## src/common/lsu_consts.svh

```systemverilog
`ifndef LSU_CONSTS_SVH
`define LSU_CONSTS_SVH

// data and address width
`define LSU_XLEN 64

// ram depth in double-words
`define LSU_RAM_WORDS 64

// word index width, log2 of the depth
`define LSU_RAM_IDX_W 6

// start of the ram window
`define LSU_RAM_BASE 64'h0000_0000_8000_0000

// cycles from a request edge to its response
`define LSU_LATENCY 3

`endif
```

## src/common/lsu_pkg.sv

```systemverilog
`include "lsu_consts.svh"

package lsu_pkg;

  // access size of a load or store
  typedef enum logic [1:0] {
    size_byte   = 2'd0,
    size_half   = 2'd1,
    size_word   = 2'd2,
    size_double = 2'd3
  } lsu_size_e;

  // request from the core, one strobe per access
  typedef struct packed {
    logic                 valid;
    logic                 write;
    lsu_size_e            size;
    logic                 is_unsigned;
    logic [`LSU_XLEN-1:0] addr;
    logic [`LSU_XLEN-1:0] wdata;
  } lsu_req_t;

  // stage 1 to stage 2
  typedef struct packed {
    logic                      valid;
    logic                      write;
    logic                      fault;
    lsu_size_e                 size;
    logic                      is_unsigned;
    logic [2:0]                offset;
    logic [`LSU_RAM_IDX_W-1:0] index;
    // zero on a fault or a load
    logic [7:0]                byte_mask;
    // store data already in its lanes
    logic [`LSU_XLEN-1:0]      wdata;
  } lsu_ram_cmd_t;

  // stage 2 to stage 3
  typedef struct packed {
    logic                 valid;
    logic                 write;
    logic                 fault;
    lsu_size_e            size;
    logic                 is_unsigned;
    logic [2:0]           offset;
    // raw double-word as read
    logic [`LSU_XLEN-1:0] rdata;
  } lsu_ram_rsp_t;

  // response to the core
  typedef struct packed {
    logic                 valid;
    logic                 fault;
    logic [`LSU_XLEN-1:0] rdata;
  } lsu_rsp_t;

endpackage

```

## src/lsu/lsu_load_align.sv

```systemverilog
`timescale 1ns/1ps

`include "lsu_consts.svh"

module lsu_load_align
  import lsu_pkg::*;
(
  input  logic         clk,
  input  logic         reset,
  input  lsu_ram_rsp_t ram_rsp,
  output lsu_rsp_t     rsp
);

  logic [`LSU_XLEN-1:0] shifted;
  logic                 sign_bit;
  logic [`LSU_XLEN-1:0] extended;
  logic                 zero_data;

  // addressed byte down to bit 0
  assign shifted = ram_rsp.rdata >> {ram_rsp.offset, 3'b000};

  // top kept bit, or zero for unsigned loads
  always_comb begin
    case (ram_rsp.size)
      size_byte:   sign_bit = shifted[7];
      size_half:   sign_bit = shifted[15];
      size_word:   sign_bit = shifted[31];
      size_double: sign_bit = shifted[63];
      default:     sign_bit = 1'b0;
    endcase
    sign_bit = sign_bit & ~ram_rsp.is_unsigned;
  end

  always_comb begin
    case (ram_rsp.size)
      size_byte: begin
        extended = {{56{sign_bit}}, shifted[7:0]};
      end
      size_half: begin
        extended = {{48{sign_bit}}, shifted[15:0]};
      end
      size_word: begin
        extended = {{32{sign_bit}}, shifted[31:0]};
      end
      default: begin
        extended = shifted;
      end
    endcase
  end

  // stores and faults return no data
  assign zero_data = ram_rsp.write | ram_rsp.fault;

  always_ff @(posedge clk) begin
    rsp.fault <= ram_rsp.fault;
    if (zero_data) begin
      rsp.rdata <= '0;
    end else begin
      rsp.rdata <= extended;
    end
    if (reset) begin
      rsp.valid <= 1'b0;
    end else begin
      rsp.valid <= ram_rsp.valid;
    end
  end

endmodule

```

## config.mk

```make
export PLATFORM = sky130hd
export DESIGN_NAME = lsu_load_align
export DESIGN_NICKNAME = d
export VERILOG_FILES = /design/src/common/lsu_pkg.sv /design/src/lsu/lsu_load_align.sv
export VERILOG_INCLUDE_DIRS = /design/src /design/src/common
export SDC_FILE = /design/constraint.sdc
export NUM_CORES = 1
export LEC_CHECK = 0
export ABC_AREA = 0
export ABC_CLOCK_PERIOD_IN_PS = 2400
export BUFFER_PORTS_ARGS = -buffer_cell sky130_fd_sc_hd__buf_2
export CAP_MARGIN = 20
export CORE_UTILIZATION = 49
export CTS_CLUSTER_DIAMETER = 80
export DETAILED_ROUTE_END_ITERATION = 8
export HOLD_SLACK_MARGIN = 0.05
export PLACE_DENSITY = 0.8
export SYNTH_ARGS = -nofsm -noshare
export SYNTH_HDL_FRONTEND = slang
export SYNTH_SLANG_ARGS = --single-unit
```

## constraint.sdc

```tcl
create_clock -name clk -period 2.4 [get_ports clk]
set_input_delay 0.36 -clock clk [delete_from_list [all_inputs] [get_ports clk]]
set_output_delay 0.36 -clock clk [all_outputs]
set_load 0.005 [all_outputs]
```

==> results.sh <==
export IMPL_run_status="completed"
export IMPL_die_w_um=87.8
export IMPL_wl_met3_um=964
export IMPL_antenna_cells=0
export IMPL_detail_route_iter0_violations=218
export IMPL_cp_data_arrival_time_ns=2.27
export IMPL_ys_warn_count=0
export IMPL_tightest_slew_ns=0.697
export IMPL_synthesis_instances=359
export IMPL_largest_register_ffs=66
export IMPL_globalRouteOverflowTotal=0
export IMPL_irDropWorstVdd_uv=371
export IMPL_maximum_number_of_pins_on_one_net_before_global_route_repair=56
export IMPL_synth_edf_count=0
export IMPL_numCtsBuffers=9
export IMPL_critical_path_top_cell_by_count="sky130_fd_sc_hd__buf_4"
export IMPL_drtAntennaViolNets=0
export IMPL_top_level_port_count=141
export IMPL_fmax_mhz=495
export IMPL_post_route_period_util_pct=84.1
export IMPL_core_region_area_um2=6940
export IMPL_yosys_most_used_dff="sky130_fd_sc_hd__dfxtp_1"
export IMPL_net_count_final=570
export IMPL_timing_final_setup_violations=0
export IMPL_detail_route_drc_violations=0
export IMPL_cts_htree_levels=3
export IMPL_1st_pass_router_iterations=5
export IMPL_post_cts_setup_buffer_count=0
export IMPL_grt_pass1_vias=3244
export IMPL_wl_met2_um=5190
export IMPL_async_reset_ff_share_pct=0
export IMPL_timing_critical_path_required_ns=2.65
export IMPL_wl_per_cell_um=18.3
export IMPL_grt_use_total_pct=28.5
export IMPL_die_y_um=87.8
export IMPL_critPathLaunchType="primary input"
export IMPL_postCtsResizedCells=0
export IMPL_place_congestion=0.909
export IMPL_grt_pass1_wl_um=16400
export IMPL_synth_cell_types=40
export IMPL_timing_slew_headroom_pct=53.4
export IMPL_cts_hold_fix_buffers=0
export IMPL_critical_path_max_fanout=55
export IMPL_worst_path_buf_inv=4
export IMPL_syn_nets=434
export IMPL_number_of_buffers_on_the_longest_clock_path=2
export IMPL_crit_path_cell_trace="buf_2 > buf_4 > buf_12 > or2_1 > o41ai_2 > a221oi_4 > buf_4 > o21ai_0"
export IMPL_finalHoldViolCount=0
export IMPL_power_per_cell_area_nw_per_um2=603
export IMPL_detail_route_vias_per_cell=5.96
export IMPL_grt_setup_unrepaired="no"
export IMPL_critical_path_endpoint_type="flip-flop"
export IMPL_layout_drive_gt1_share_pct=43.8
export IMPL_path_delay_family="compound AO/OA/AOI/OAI gates"
export IMPL_whs_path_depth=1
export IMPL_kind_of_critical_path="in2reg"
export IMPL_max_cap_violations=0
export IMPL_cellLeakagePower_nw=2.09
export IMPL_clkTransAtPathRegs_ns=0.08
export IMPL_synthesis_area_um2=3610
export IMPL_synth_ff_latch_count=66
export IMPL_timing_setup_tns_ns=0
export IMPL_largest_register="rsp"
export IMPL_numPortBuffers=140
export IMPL_yosysSeqAreaShare_pct=36.6
export IMPL_design_die_area_um2=7710
export IMPL_cts_root_buffer_cell="sky130_fd_sc_hd__clkbuf_8"
export IMPL_initial_core_util_pct=52.0
export IMPL_syn_area_per_cell_um2=10.1
export IMPL_tritoncts="built"
export IMPL_post_route_min_period_ns=2.02
export IMPL_most_common_layout_cells="sky130_fd_sc_hd__buf_2 (140), sky130_fd_sc_hd__dfxtp_1 (66), sky130_fd_sc_hd__nand2_1 (57), sky130_fd_sc_hd__o21ai_0 (34), sky130_fd_sc_hd__mux2i_1 (30)"
export IMPL_crit_slowest_cell="sky130_fd_sc_hd__o41ai_2"
export IMPL_highest_layer="met4"
export IMPL_reg_largest_list="rsp x66"
export IMPL_detailroute_via_count=3551
export IMPL_placed_cell_area_um2=4410
export IMPL_grt_antenna_before_repair=0
export IMPL_clock_sink_count=66
export IMPL_hold_class="in2reg"
export IMPL_syn_to_final_growth_pct=28.4
export IMPL_final_max_slew_viol_count=0
export IMPL_layout_commonest_cell="sky130_fd_sc_hd__buf_2"
export IMPL_seqCellArea_um2=1320
export IMPL_hold_path_startpoint="ram_rsp[70]"
export IMPL_fp_row_count=30
export IMPL_hold_path_endpoint="rsp[64]$_DFF_P_"
export IMPL_multiInputGateArea_um2=2110
export IMPL_crit_path_max_incr_delay_ns=0.56
export IMPL_dp_hpwl_um=7860
export IMPL_layout_filler_cells=569
export IMPL_routedLengthMet1_um=4430
export IMPL_design_area_um2=4630
export IMPL_postRouteWirelength_um=10900
## metrics by stage
stage / setup WS [ns] / utilization (%) / instances / hold WS [ns] / power (mW)
4_1_cts: 0.384 / 66.7 / 596 / 0.145 / 2.79
2_1_floorplan: 0.384 / - / 359 / 0.388 / 1.54
3_5_place_dp: 0.0803 / 63.5 / 580 / 0.491 / 1.75
5_1_grt: 0.291 / 66.7 / 596 / 0.138 / 2.89
6_report: 0.381 / 66.7 / 596 / 0.153 / 2.80
3_3_place_gp: 0.111 / 63.5 / 580 / 0.487 / 1.74
## how the worst max path moves through the flow
| stage | start | end | slack [ns] | cells after the start |
|---|---|---|---|---|
| after floorplan | ram_rsp[65] | rsp[56]$_SDFF_PP0_ | 0.38 | 6 |
| after global placement | ram_rsp[65] | rsp[47]$_SDFF_PP0_ | 0.11 | 6 |
| after detailed placement | ram_rsp[65] | rsp[50]$_SDFF_PP0_ | 0.08 | 6 |
| after CTS | ram_rsp[65] | rsp[50]$_SDFF_PP0_ | 0.38 | 8 |
| after global routing | ram_rsp[64] | rsp[31]$_SDFF_PP0_ | 0.29 | 6 |
| final | ram_rsp[65] | rsp[50]$_SDFF_PP0_ | 0.38 | 8 |
## synthesized netlist by cell type (all sizes together), types with 2 or more instances
cell type | count | area [um^2]
nor2b | 10 | 62.6
inv | 3 | 11.3
a211oi | 8 | 72.6
mux2 | 12 | 135
dfxtp | 66 | 1320
mux4 | 25 | 563
nor4 | 2 | 12.5
o21ai | 39 | 199
or2 | 3 | 18.8
nor2 | 4 | 15.0
nor3 | 3 | 15.0
o2bb2ai | 7 | 61.3
a22oi | 8 | 60.1
o32a | 7 | 70.1
buf | 21 | 131
a21oi | 7 | 35.0
o22ai | 17 | 106
clkbuf | 12 | 45.0
and2 | 8 | 50.1
nand2 | 57 | 214
mux2i | 30 | 300
## area by class of cell
class	count	area share, %
multi-input cells	257	45.4
flip-flops and latches	66	28.5
repair buffers	158	18.3
clock buffers	10	2.97
well taps	96	2.59
clock inverters	6	1.94
inverters	3	0.243
## cell families (layout without fill, tap and decap cells)
logic type | count (synthesis) | count (layout) | share of synthesized area (%)
muxes | 67 | 67 | 27.7
buffers and inverters | 36 | 177 | 5.20
DFF | 66 | 66 | 36.6
and+or+nand+nor | 90 | 90 | 11.3
AOI/OAI and AO/OA | 100 | 100 | 19.2
## where the power goes
| part | internal, mW | switching, mW |
|---|---|---|
| combinational | 0.271 | 0.305 |
| sequential | 1.14 | 0.0142 |
| clock | 0.613 | 0.449 |
| total | 2.03 | 0.768 |
## per-layer routing
| layer | up-vias | global-route usage [%] |
|---|---|---|
| met4 | 0 | 14.6 |
| met2 | 227 | 45.1 |
| li1 | 1619 | - |
| met5 | - | 0 |
| met1 | 1678 | 36.9 |
| met3 | 27 | 5.66 |
Power figures use the tool's default switching activity.
