==> src/common/lsu_consts.svh <==
`ifndef LSU_CONSTS_SVH
`define LSU_CONSTS_SVH

// data and address width
`define LSU_XLEN 64

// ram depth in double-words
`define LSU_RAM_WORDS 64

// word index width, log2 of the depth
`define LSU_RAM_IDX_W 6

// start of the ram window
`define LSU_RAM_BASE 64'h0000_0000_8000_0000

// cycles from a request edge to its response
`define LSU_LATENCY 3

`endif
==> src/common/lsu_pkg.sv <==
`include "lsu_consts.svh"

package lsu_pkg;

  // access size of a load or store
  typedef enum logic [1:0] {
    size_byte   = 2'd0,
    size_half   = 2'd1,
    size_word   = 2'd2,
    size_double = 2'd3
  } lsu_size_e;

  // request from the core, one strobe per access
  typedef struct packed {
    logic                 valid;
    logic                 write;
    lsu_size_e            size;
    logic                 is_unsigned;
    logic [`LSU_XLEN-1:0] addr;
    logic [`LSU_XLEN-1:0] wdata;
  } lsu_req_t;

  // stage 1 to stage 2
  typedef struct packed {
    logic                      valid;
    logic                      write;
    logic                      fault;
    lsu_size_e                 size;
    logic                      is_unsigned;
    logic [2:0]                offset;
    logic [`LSU_RAM_IDX_W-1:0] index;
    // zero on a fault or a load
    logic [7:0]                byte_mask;
    // store data already in its lanes
    logic [`LSU_XLEN-1:0]      wdata;
  } lsu_ram_cmd_t;

  // stage 2 to stage 3
  typedef struct packed {
    logic                 valid;
    logic                 write;
    logic                 fault;
    lsu_size_e            size;
    logic                 is_unsigned;
    logic [2:0]           offset;
    // raw double-word as read
    logic [`LSU_XLEN-1:0] rdata;
  } lsu_ram_rsp_t;

  // response to the core
  typedef struct packed {
    logic                 valid;
    logic                 fault;
    logic [`LSU_XLEN-1:0] rdata;
  } lsu_rsp_t;

endpackage

==> src/lsu/lsu_agen.sv <==
`timescale 1ns/1ps

`include "lsu_consts.svh"

module lsu_agen
  import lsu_pkg::*;
(
  input  logic         clk,
  input  logic         reset,
  input  lsu_req_t     req,
  output lsu_ram_cmd_t ram_cmd
);

  logic [2:0]           offset;
  logic [`LSU_XLEN-1:0] rel_addr;
  logic                 in_window;
  logic                 misaligned;
  logic                 fault;
  logic [7:0]           lane_mask;
  logic [7:0]           byte_mask;
  logic [`LSU_XLEN-1:0] wdata_lanes;

  assign offset = req.addr[2:0];

  // below the base wraps to a huge value, so one check covers both ends
  assign rel_addr  = req.addr - `LSU_RAM_BASE;
  assign in_window = (rel_addr[`LSU_XLEN-1:`LSU_RAM_IDX_W+3] == '0);

  // offset must be a multiple of the access size
  always_comb begin
    case (req.size)
      size_byte:   misaligned = 1'b0;
      size_half:   misaligned = offset[0];
      size_word:   misaligned = (offset[1:0] != 2'b00);
      size_double: misaligned = (offset != 3'b000);
      default:     misaligned = 1'b1;
    endcase
  end

  assign fault = req.valid & (~in_window | misaligned);

  // lanes touched by the access
  always_comb begin
    case (req.size)
      size_byte: begin
        lane_mask = 8'b0000_0001 << offset;
      end
      size_half: begin
        case (offset)
          3'd0:    lane_mask = 8'b0000_0011;
          3'd2:    lane_mask = 8'b0000_1100;
          3'd4:    lane_mask = 8'b0011_0000;
          3'd6:    lane_mask = 8'b1100_0000;
          default: lane_mask = 8'b0000_0000;
        endcase
      end
      size_word: begin
        case (offset)
          3'd0:    lane_mask = 8'b0000_1111;
          3'd4:    lane_mask = 8'b1111_0000;
          default: lane_mask = 8'b0000_0000;
        endcase
      end
      size_double: begin
        lane_mask = 8'b1111_1111;
      end
      default: begin
        lane_mask = 8'b0000_0000;
      end
    endcase
  end

  // only a good store may write
  assign byte_mask = lane_mask & {8{req.valid & req.write & ~fault}};

  // move store data up into its lanes
  assign wdata_lanes = req.wdata << {offset, 3'b000};

  always_ff @(posedge clk) begin
    ram_cmd.write       <= req.write;
    ram_cmd.fault       <= fault;
    ram_cmd.size        <= req.size;
    ram_cmd.is_unsigned <= req.is_unsigned;
    ram_cmd.offset      <= offset;
    ram_cmd.index       <= req.addr[`LSU_RAM_IDX_W+2:3];
    ram_cmd.byte_mask   <= byte_mask;
    ram_cmd.wdata       <= wdata_lanes;
    if (reset) begin
      ram_cmd.valid <= 1'b0;
    end else begin
      ram_cmd.valid <= req.valid;
    end
  end

endmodule

==> config.mk <==
export PLATFORM = sky130hd
export DESIGN_NAME = lsu_agen
export DESIGN_NICKNAME = d
export VERILOG_FILES = /design/src/common/lsu_pkg.sv /design/src/lsu/lsu_agen.sv
export VERILOG_INCLUDE_DIRS = /design/src /design/src/common
export SDC_FILE = /design/constraint.sdc
export NUM_CORES = 1
export LEC_CHECK = 0
export ABC_AREA = 0
export BUFFER_PORTS_ARGS = -buffer_cell sky130_fd_sc_hd__clkbuf_2
export CAP_MARGIN = 10
export CELL_PAD_IN_SITES_DETAIL_PLACEMENT = 2
export CELL_PAD_IN_SITES_GLOBAL_PLACEMENT = 2
export CORE_MARGIN = 5
export CORE_UTILIZATION = 26
export CTS_CLUSTER_SIZE = 40
export DETAILED_ROUTE_END_ITERATION = 12
export HOLD_SLACK_MARGIN = 0.12
export PLACE_DENSITY_LB_ADDON = 0.1
export RECOVER_POWER = 100
export REMOVE_ABC_BUFFERS = 1
export SYNTH_ARGS = -nofsm -noshare
export SYNTH_HDL_FRONTEND = slang
export SYNTH_SLANG_ARGS = --single-unit
==> constraint.sdc <==
create_clock -name clk -period 3.5 [get_ports clk]
set_input_delay 0.7 -clock clk [delete_from_list [all_inputs] [get_ports clk]]
set_output_delay 0.7 -clock clk [all_outputs]
set_load 0.05 [all_outputs]
==> results of run 1 <==
==> layout make-up <==
cell class / instances / area share
clock buffers: 9 / 0.04008
clock inverters: 7 / 0.01848
inverters: 4 / 0.002672
multi-input cells: 329 / 0.3948
flip-flops and latches: 87 / 0.3100
well taps: 216 / 0.04810
repair buffers: 228 / 0.1859
==> final timing paths <==
path,to,cells after the start,start,slack [ns]
min,ram_cmd[76]$_DFF_P_,1,req[71],0.45
max,ram_cmd[30]$_SDFF_PP0_,5,req[64],0.65
==> cells in the mapped netlist, drive strengths merged <==
cell / instances
dfxtp: 87
mux2i: 71
nor2: 43
nand2: 36
o21ai: 34
and2: 26
a21oi: 25
clkbuf: 20
mux2: 17
o22ai: 16
nor4: 15
buf: 11
nor3: 11
a31oi: 5
inv: 4
nand4: 4
o31a: 3
o31ai: 3
xor2: 3
or2: 2
xnor2: 2
a22o: 1
and4: 1
and4b: 1
nand3: 1
nand4b: 1
nor2b: 1
nor4b: 1
o2111ai: 1
o21a: 1
o41ai: 1
or2b: 1
or3: 1
or4: 1
==> logic make-up (layout without fill, tap and decap cells) <==
logic type,Yosys count,in the layout,share of synthesized area
xor gates and xnor gates,5,5,0.01067
and+or+nand+nor,146,146,0.1887
AOI/OAI and AO/OA,90,90,0.1244
muxes,88,88,0.2197
buffers and inverters,35,248,0.03231
DFF,87,87,0.4243
==> power breakdown <==
part / internal [mW] / leakage, nW / switching (mW)
combinational: 0.191 / 1.58 / 0.477
sequential: 1.06 / 0.723 / 0.0217
clock: 0.634 / 0.154 / 0.441
total: 1.88 / 2.46 / 0.940
==> critical path, cell delays in order <==
cell	delay [ns]
clkbuf_1	0.12
clkbuf_2	0.68
clkbuf_2	0.97
o21ai_0	0.34
and2_0	0.25
==> per-layer routing <==
layer  track usage  up-vias  part of all wire
met1        0.2053     2025              0.42
met5             0        -                 0
li1              -     2017                 -
met3       0.04903       19             0.062
met2        0.3131      119              0.50
met4       0.05263        0             0.018
==> stage by stage <==
step | setup slack, ns | area [µm²] | utilization | hold WS, ns
after global routing | 0.4449 | 5619 | 0.3576 | 0.4255
after global placement | 0.8046 | 5439 | 0.3462 | 0.8030
after detailed placement | 0.6348 | 5439 | 0.3462 | 0.8044
final | 0.6492 | 5619 | 0.3576 | 0.4453
after floorplan | 1.112 | 3988 | - | 0.7277
after CTS | 0.9733 | 5768 | 0.3671 | 0.4314
==> results_dict.tcl, run 1 <==
set metrics [dict create \
    drt_iter0_markers 126 \
    fmax_mhz 350.8 \
    largest_register "ram_cmd" \
    maxSlewHeadroom -0.005035 \
    crit_required_ns 3.73 \
    final_nets 794 \
    setup_viol 0 \
    endpoint_kind "register" \
    placed_cells 864 \
    place.gp.congestion 0.7536 \
    total_power_mw 2.823 \
    drtPass1Iterations 4 \
    maxCapViolations 1 \
    syn_inst 451 \
    num_vias 4180 \
    htree_levels 3 \
    synth_top_area_cell "dfxtp_1" \
    die_area_um2 18400 \
    gr-total-overflow 0 \
    synth.distinct_cells 40 \
    avgRoutedWirePerCell_um 18.51 \
    drv_slew 1 \
    finalHoldViolCount 0 \
    rsz0062_at_grt "false" \
    largest_register_ffs 87 \
    drtAntennaViolNets 0 \
    mostFrequentLayoutCell "clkbuf_2" \
    violations "capacitance limit, slew limit" \
    drive_above_1_share 0.2575 \
    multi_input_area_um2 2218 \
    port_buffers 221 \
    power.density_nw_per_um2 502.4 \
    final-instance-count-excl-fill 880 \
    path_class "input port to register" \
    post-route-drc-count 0 \
    antenna_cells 0 \
    antenna_found_initial 0 \
    yosys_warnings 0 \
    clk_transition_reported_paths_ns 0.07 \
    tritoncts "built" \
    post_cts_resize_count 0 \
    cp_data_arrival_time_ns 3.08 \
    totalWireLength_mm 16.29 \
    status "finished with violations" \
    synth_area_leaders "dfxtp_1 42%, mux2i_1 17%, mux2_2 4.7%" \
    post-dp-hpwl_mm 12.52 \
    ioPinCount 222 \
    irDropWorstVdd_v 0.0002183 \
    synth_top_area_share 0.4243 \
    cts_sinks 87 \
    fillers 1847 \
    hold_buffers 0 \
    cp_max_fo 47 \
    startpoint_type "input port" \
    vias_per_cell 4.750 \
    period_needed_ns 2.851 \
    grt_start_max_net_pins 48 \
    synth_area_um2 4105 \
    areaGrowthSynthToFinish_pct 36.88 \
    avgSynthCellArea_um2 9.102 \
    first_global_vias 4703 \
    track_usage 0.1759 \
    regArea_um2 1742 \
    start_util 0.2613 \
    mostFrequentLayoutCells "129 x clkbuf_2, 95 x clkbuf_1, 87 x dfxtp_1" \
    cts_root_buf "clkbuf_16" \
    worstMarginPinSlew_ns 1.496 \
    die_w_um 135.7 \
    clockBufferDepth 2 \
    coreArea_um2 15710 \
    largest_registers "ram_cmd (87)" \
    tns_ns 0 \
    cts_setup_buffers 0 \
    numCtsBuffers 9 \
    holdCritPathClass "input port to register" \
    rows 46 \
    yosysSeqAreaShare 0.4243 \
    grt_first_pass_wirelength_mm 25.01 \
    min_period_over_period 0.8145 \
    die_h_um 135.7 \
    leakage_nw 2.459 \
    ys_ff_latch 87 \
]
(Power assumes the default switching activity.)
==> run 2, diff against run 1 <==
--- a/config.mk
+++ b/config.mk
@@ -12,7 +12,7 @@
 export CELL_PAD_IN_SITES_DETAIL_PLACEMENT = 2
 export CELL_PAD_IN_SITES_GLOBAL_PLACEMENT = 2
 export CORE_MARGIN = 5
-export CORE_UTILIZATION = 26
+export CORE_UTILIZATION = 22
 export CTS_CLUSTER_SIZE = 40
 export DETAILED_ROUTE_END_ITERATION = 12
 export HOLD_SLACK_MARGIN = 0.12
==> constraint.sdc (replaced) <==
create_clock -name clk -period 2.55 [get_ports clk]
set_input_delay 0.51 -clock clk [delete_from_list [all_inputs] [get_ports clk]]
set_output_delay 0.51 -clock clk [all_outputs]
set_load 0.05 [all_outputs]
==> run 2 against run 1 <==
The run now ends clean. First-iteration DRC count shrank 32%. Via count grew 0.81%. Final cell count grew 2.7%. Hold slack lost 0.18 ns. Die area grew 17%. Setup slack lost 0.34 ns. Routed wire length grew 3.4%. Power grew 36%. Flip-flop and latch count is the same. Combinational power grew 38%. Global-route usage shrank 2.2 points. Critical endpoint is now ram_cmd[64]$_DFF_P_. Largest cell class unchanged. Largest power group unchanged.
==> results_dict.tcl, run 2 (synthesis results as in run 1) <==
set metrics [dict create \
    rows 50 \
    period_needed_ns 2.244 \
    drtPass1Iterations 4 \
    post-route-drc-count 0 \
    path_class "input port to register" \
    worstMarginPinSlew_ns 1.414 \
    post-dp-hpwl_mm 13.01 \
    clockBufferDepth 2 \
    maxSlewHeadroom 0.04999 \
    hold_end "ram_cmd[75]$_DFF_P_" \
    tritoncts "built" \
    final_core_util 0.3074 \
    worst_slack_ns 0.3059 \
    cts_root_buf "clkbuf_16" \
    clk_transition_reported_paths_ns 0.07 \
    slowest_stage "nor3_1" \
    endpoint_kind "register" \
    ioPinCount 222 \
    fillers 2208 \
    totalWireLength_mm 16.84 \
    gr-total-overflow 0 \
    grt_first_pass_wirelength_mm 26.23 \
    htree_levels 3 \
    setup_viol 0 \
    numCtsBuffers 9 \
    coreArea_um2 18520 \
    power.density_nw_per_um2 672.6 \
    hold_buffers 0 \
    path_cells "buf_4, clkbuf_1, nor3_1, nor2_1, nor3_1" \
    status "complete, no violations" \
    drv_slew 0 \
    leakage_nw 2.503 \
    mostFrequentLayoutCells "127 x clkbuf_2, 96 x clkbuf_1, 87 x dfxtp_1" \
    antenna_cells 0 \
    largest_register_ffs 87 \
    startpoint_type "input port" \
    drt_iter0_markers 86 \
    largest_registers "ram_cmd (87)" \
    path_delay_family "simple AND/OR/NAND/NOR gates" \
    drive_above_1_share 0.2627 \
    rsz0062_at_grt "false" \
    port_buffers 221 \
    cp.depth 5 \
    crit_top_cell "nor3_1" \
    whs_ns 0.2624 \
    grt_start_max_net_pins 58 \
    die_w_um 146.6 \
    start_util 0.2217 \
    place.gp.congestion 0.7257 \
    mostFrequentLayoutCell "clkbuf_2" \
    hp-start "req[70]" \
    dp_slack_ns -0.0007399 \
    drtAntennaViolNets 0 \
    post_cts_resize_count 0 \
    vias_per_cell 4.662 \
    antenna_found_initial 0 \
    final_nets 800 \
    avgRoutedWirePerCell_um 18.63 \
    num_vias 4214 \
    path_buf_inv 2 \
    cp_data_arrival_time_ns 2.50 \
    cts_setup_buffers 0 \
    finish.instance_area_um2 5692 \
    dpl_cell_area_um2 5507 \
    holdPathStages 1 \
    min_period_over_period 0.8801 \
    holdCritPathClass "input port to register" \
    die_h_um 146.6 \
    maxCapViolations 0 \
    finalHoldViolCount 0 \
    largest_register "ram_cmd" \
    cts_sinks 87 \
    cp_max_fo 16 \
    areaGrowthSynthToFinish_pct 38.65 \
    cpPeakStageDelay_ns 1.18 \
    first_global_vias 4813 \
    track_usage 0.1541 \
    fmax_mhz 445.6 \
    irDropWorstVdd_v 0.0003057 \
    crit_required_ns 2.81 \
    die_area_um2 21490 \
]
## run 2: cell count changes in the layout (fill, tap and decap cells not counted), sizes merged
cell	previous run	this run
clkinv	1	3
clkbuf	233	232
buf	4	11
inv	6	5
clkinvlp	2	1
## run 2: power by group
part           total, mW  internal (mW)  switching, mW
sequential          1.48           1.45         0.0285
combinational      0.920          0.264          0.656
clock               1.43          0.860          0.567
total               3.83           2.58           1.25
## run 2: cell type report
cell class	count	area, µm²	area share
Multi-Input combinational cell	329	2231	0.3920
Sequential cell	87	1742	0.3060
Inverter	4	15.01	0.002638
Tap cell	234	292.8	0.05144
Clock inverter	7	95.09	0.01671
Timing Repair Buffer	234	1091	0.1917
Clock buffer	9	225.2	0.03957
## run 2: worst max path at each step
stage	startpoint	to	slack (ns)
detailed placement	req[106]	ram_cmd[70]$_DFF_P_	-0.0007
floorplan	req[96]	ram_cmd[84]$_DFF_P_	0.35
global placement	req[112]	ram_cmd[84]$_DFF_P_	0.12
finish	req[65]	ram_cmd[64]$_DFF_P_	0.31
global route	req[65]	ram_cmd[64]$_DFF_P_	0.09
CTS	req[106]	ram_cmd[70]$_DFF_P_	0.37
## run 2: routing by layer
layer / up-vias / GRT usage / share of wire
met5: - / 0 / 0
met4: 0 / 0.05221 / 0.020
met3: 21 / 0.03786 / 0.052
met2: 125 / 0.2717 / 0.50
met1: 2033 / 0.1824 / 0.43
li1: 2035 / - / -
## run 2: stage by stage
step	std cells	total power [mW]	TNS, ns
2_1_floorplan	420	2.076	0
3_3_place_gp	888	2.460	0
4_1_cts	904	3.936	0
5_1_grt	904	4.039	0
6_report	904	3.828	0
3_5_place_dp	888	2.477	-0.0007399
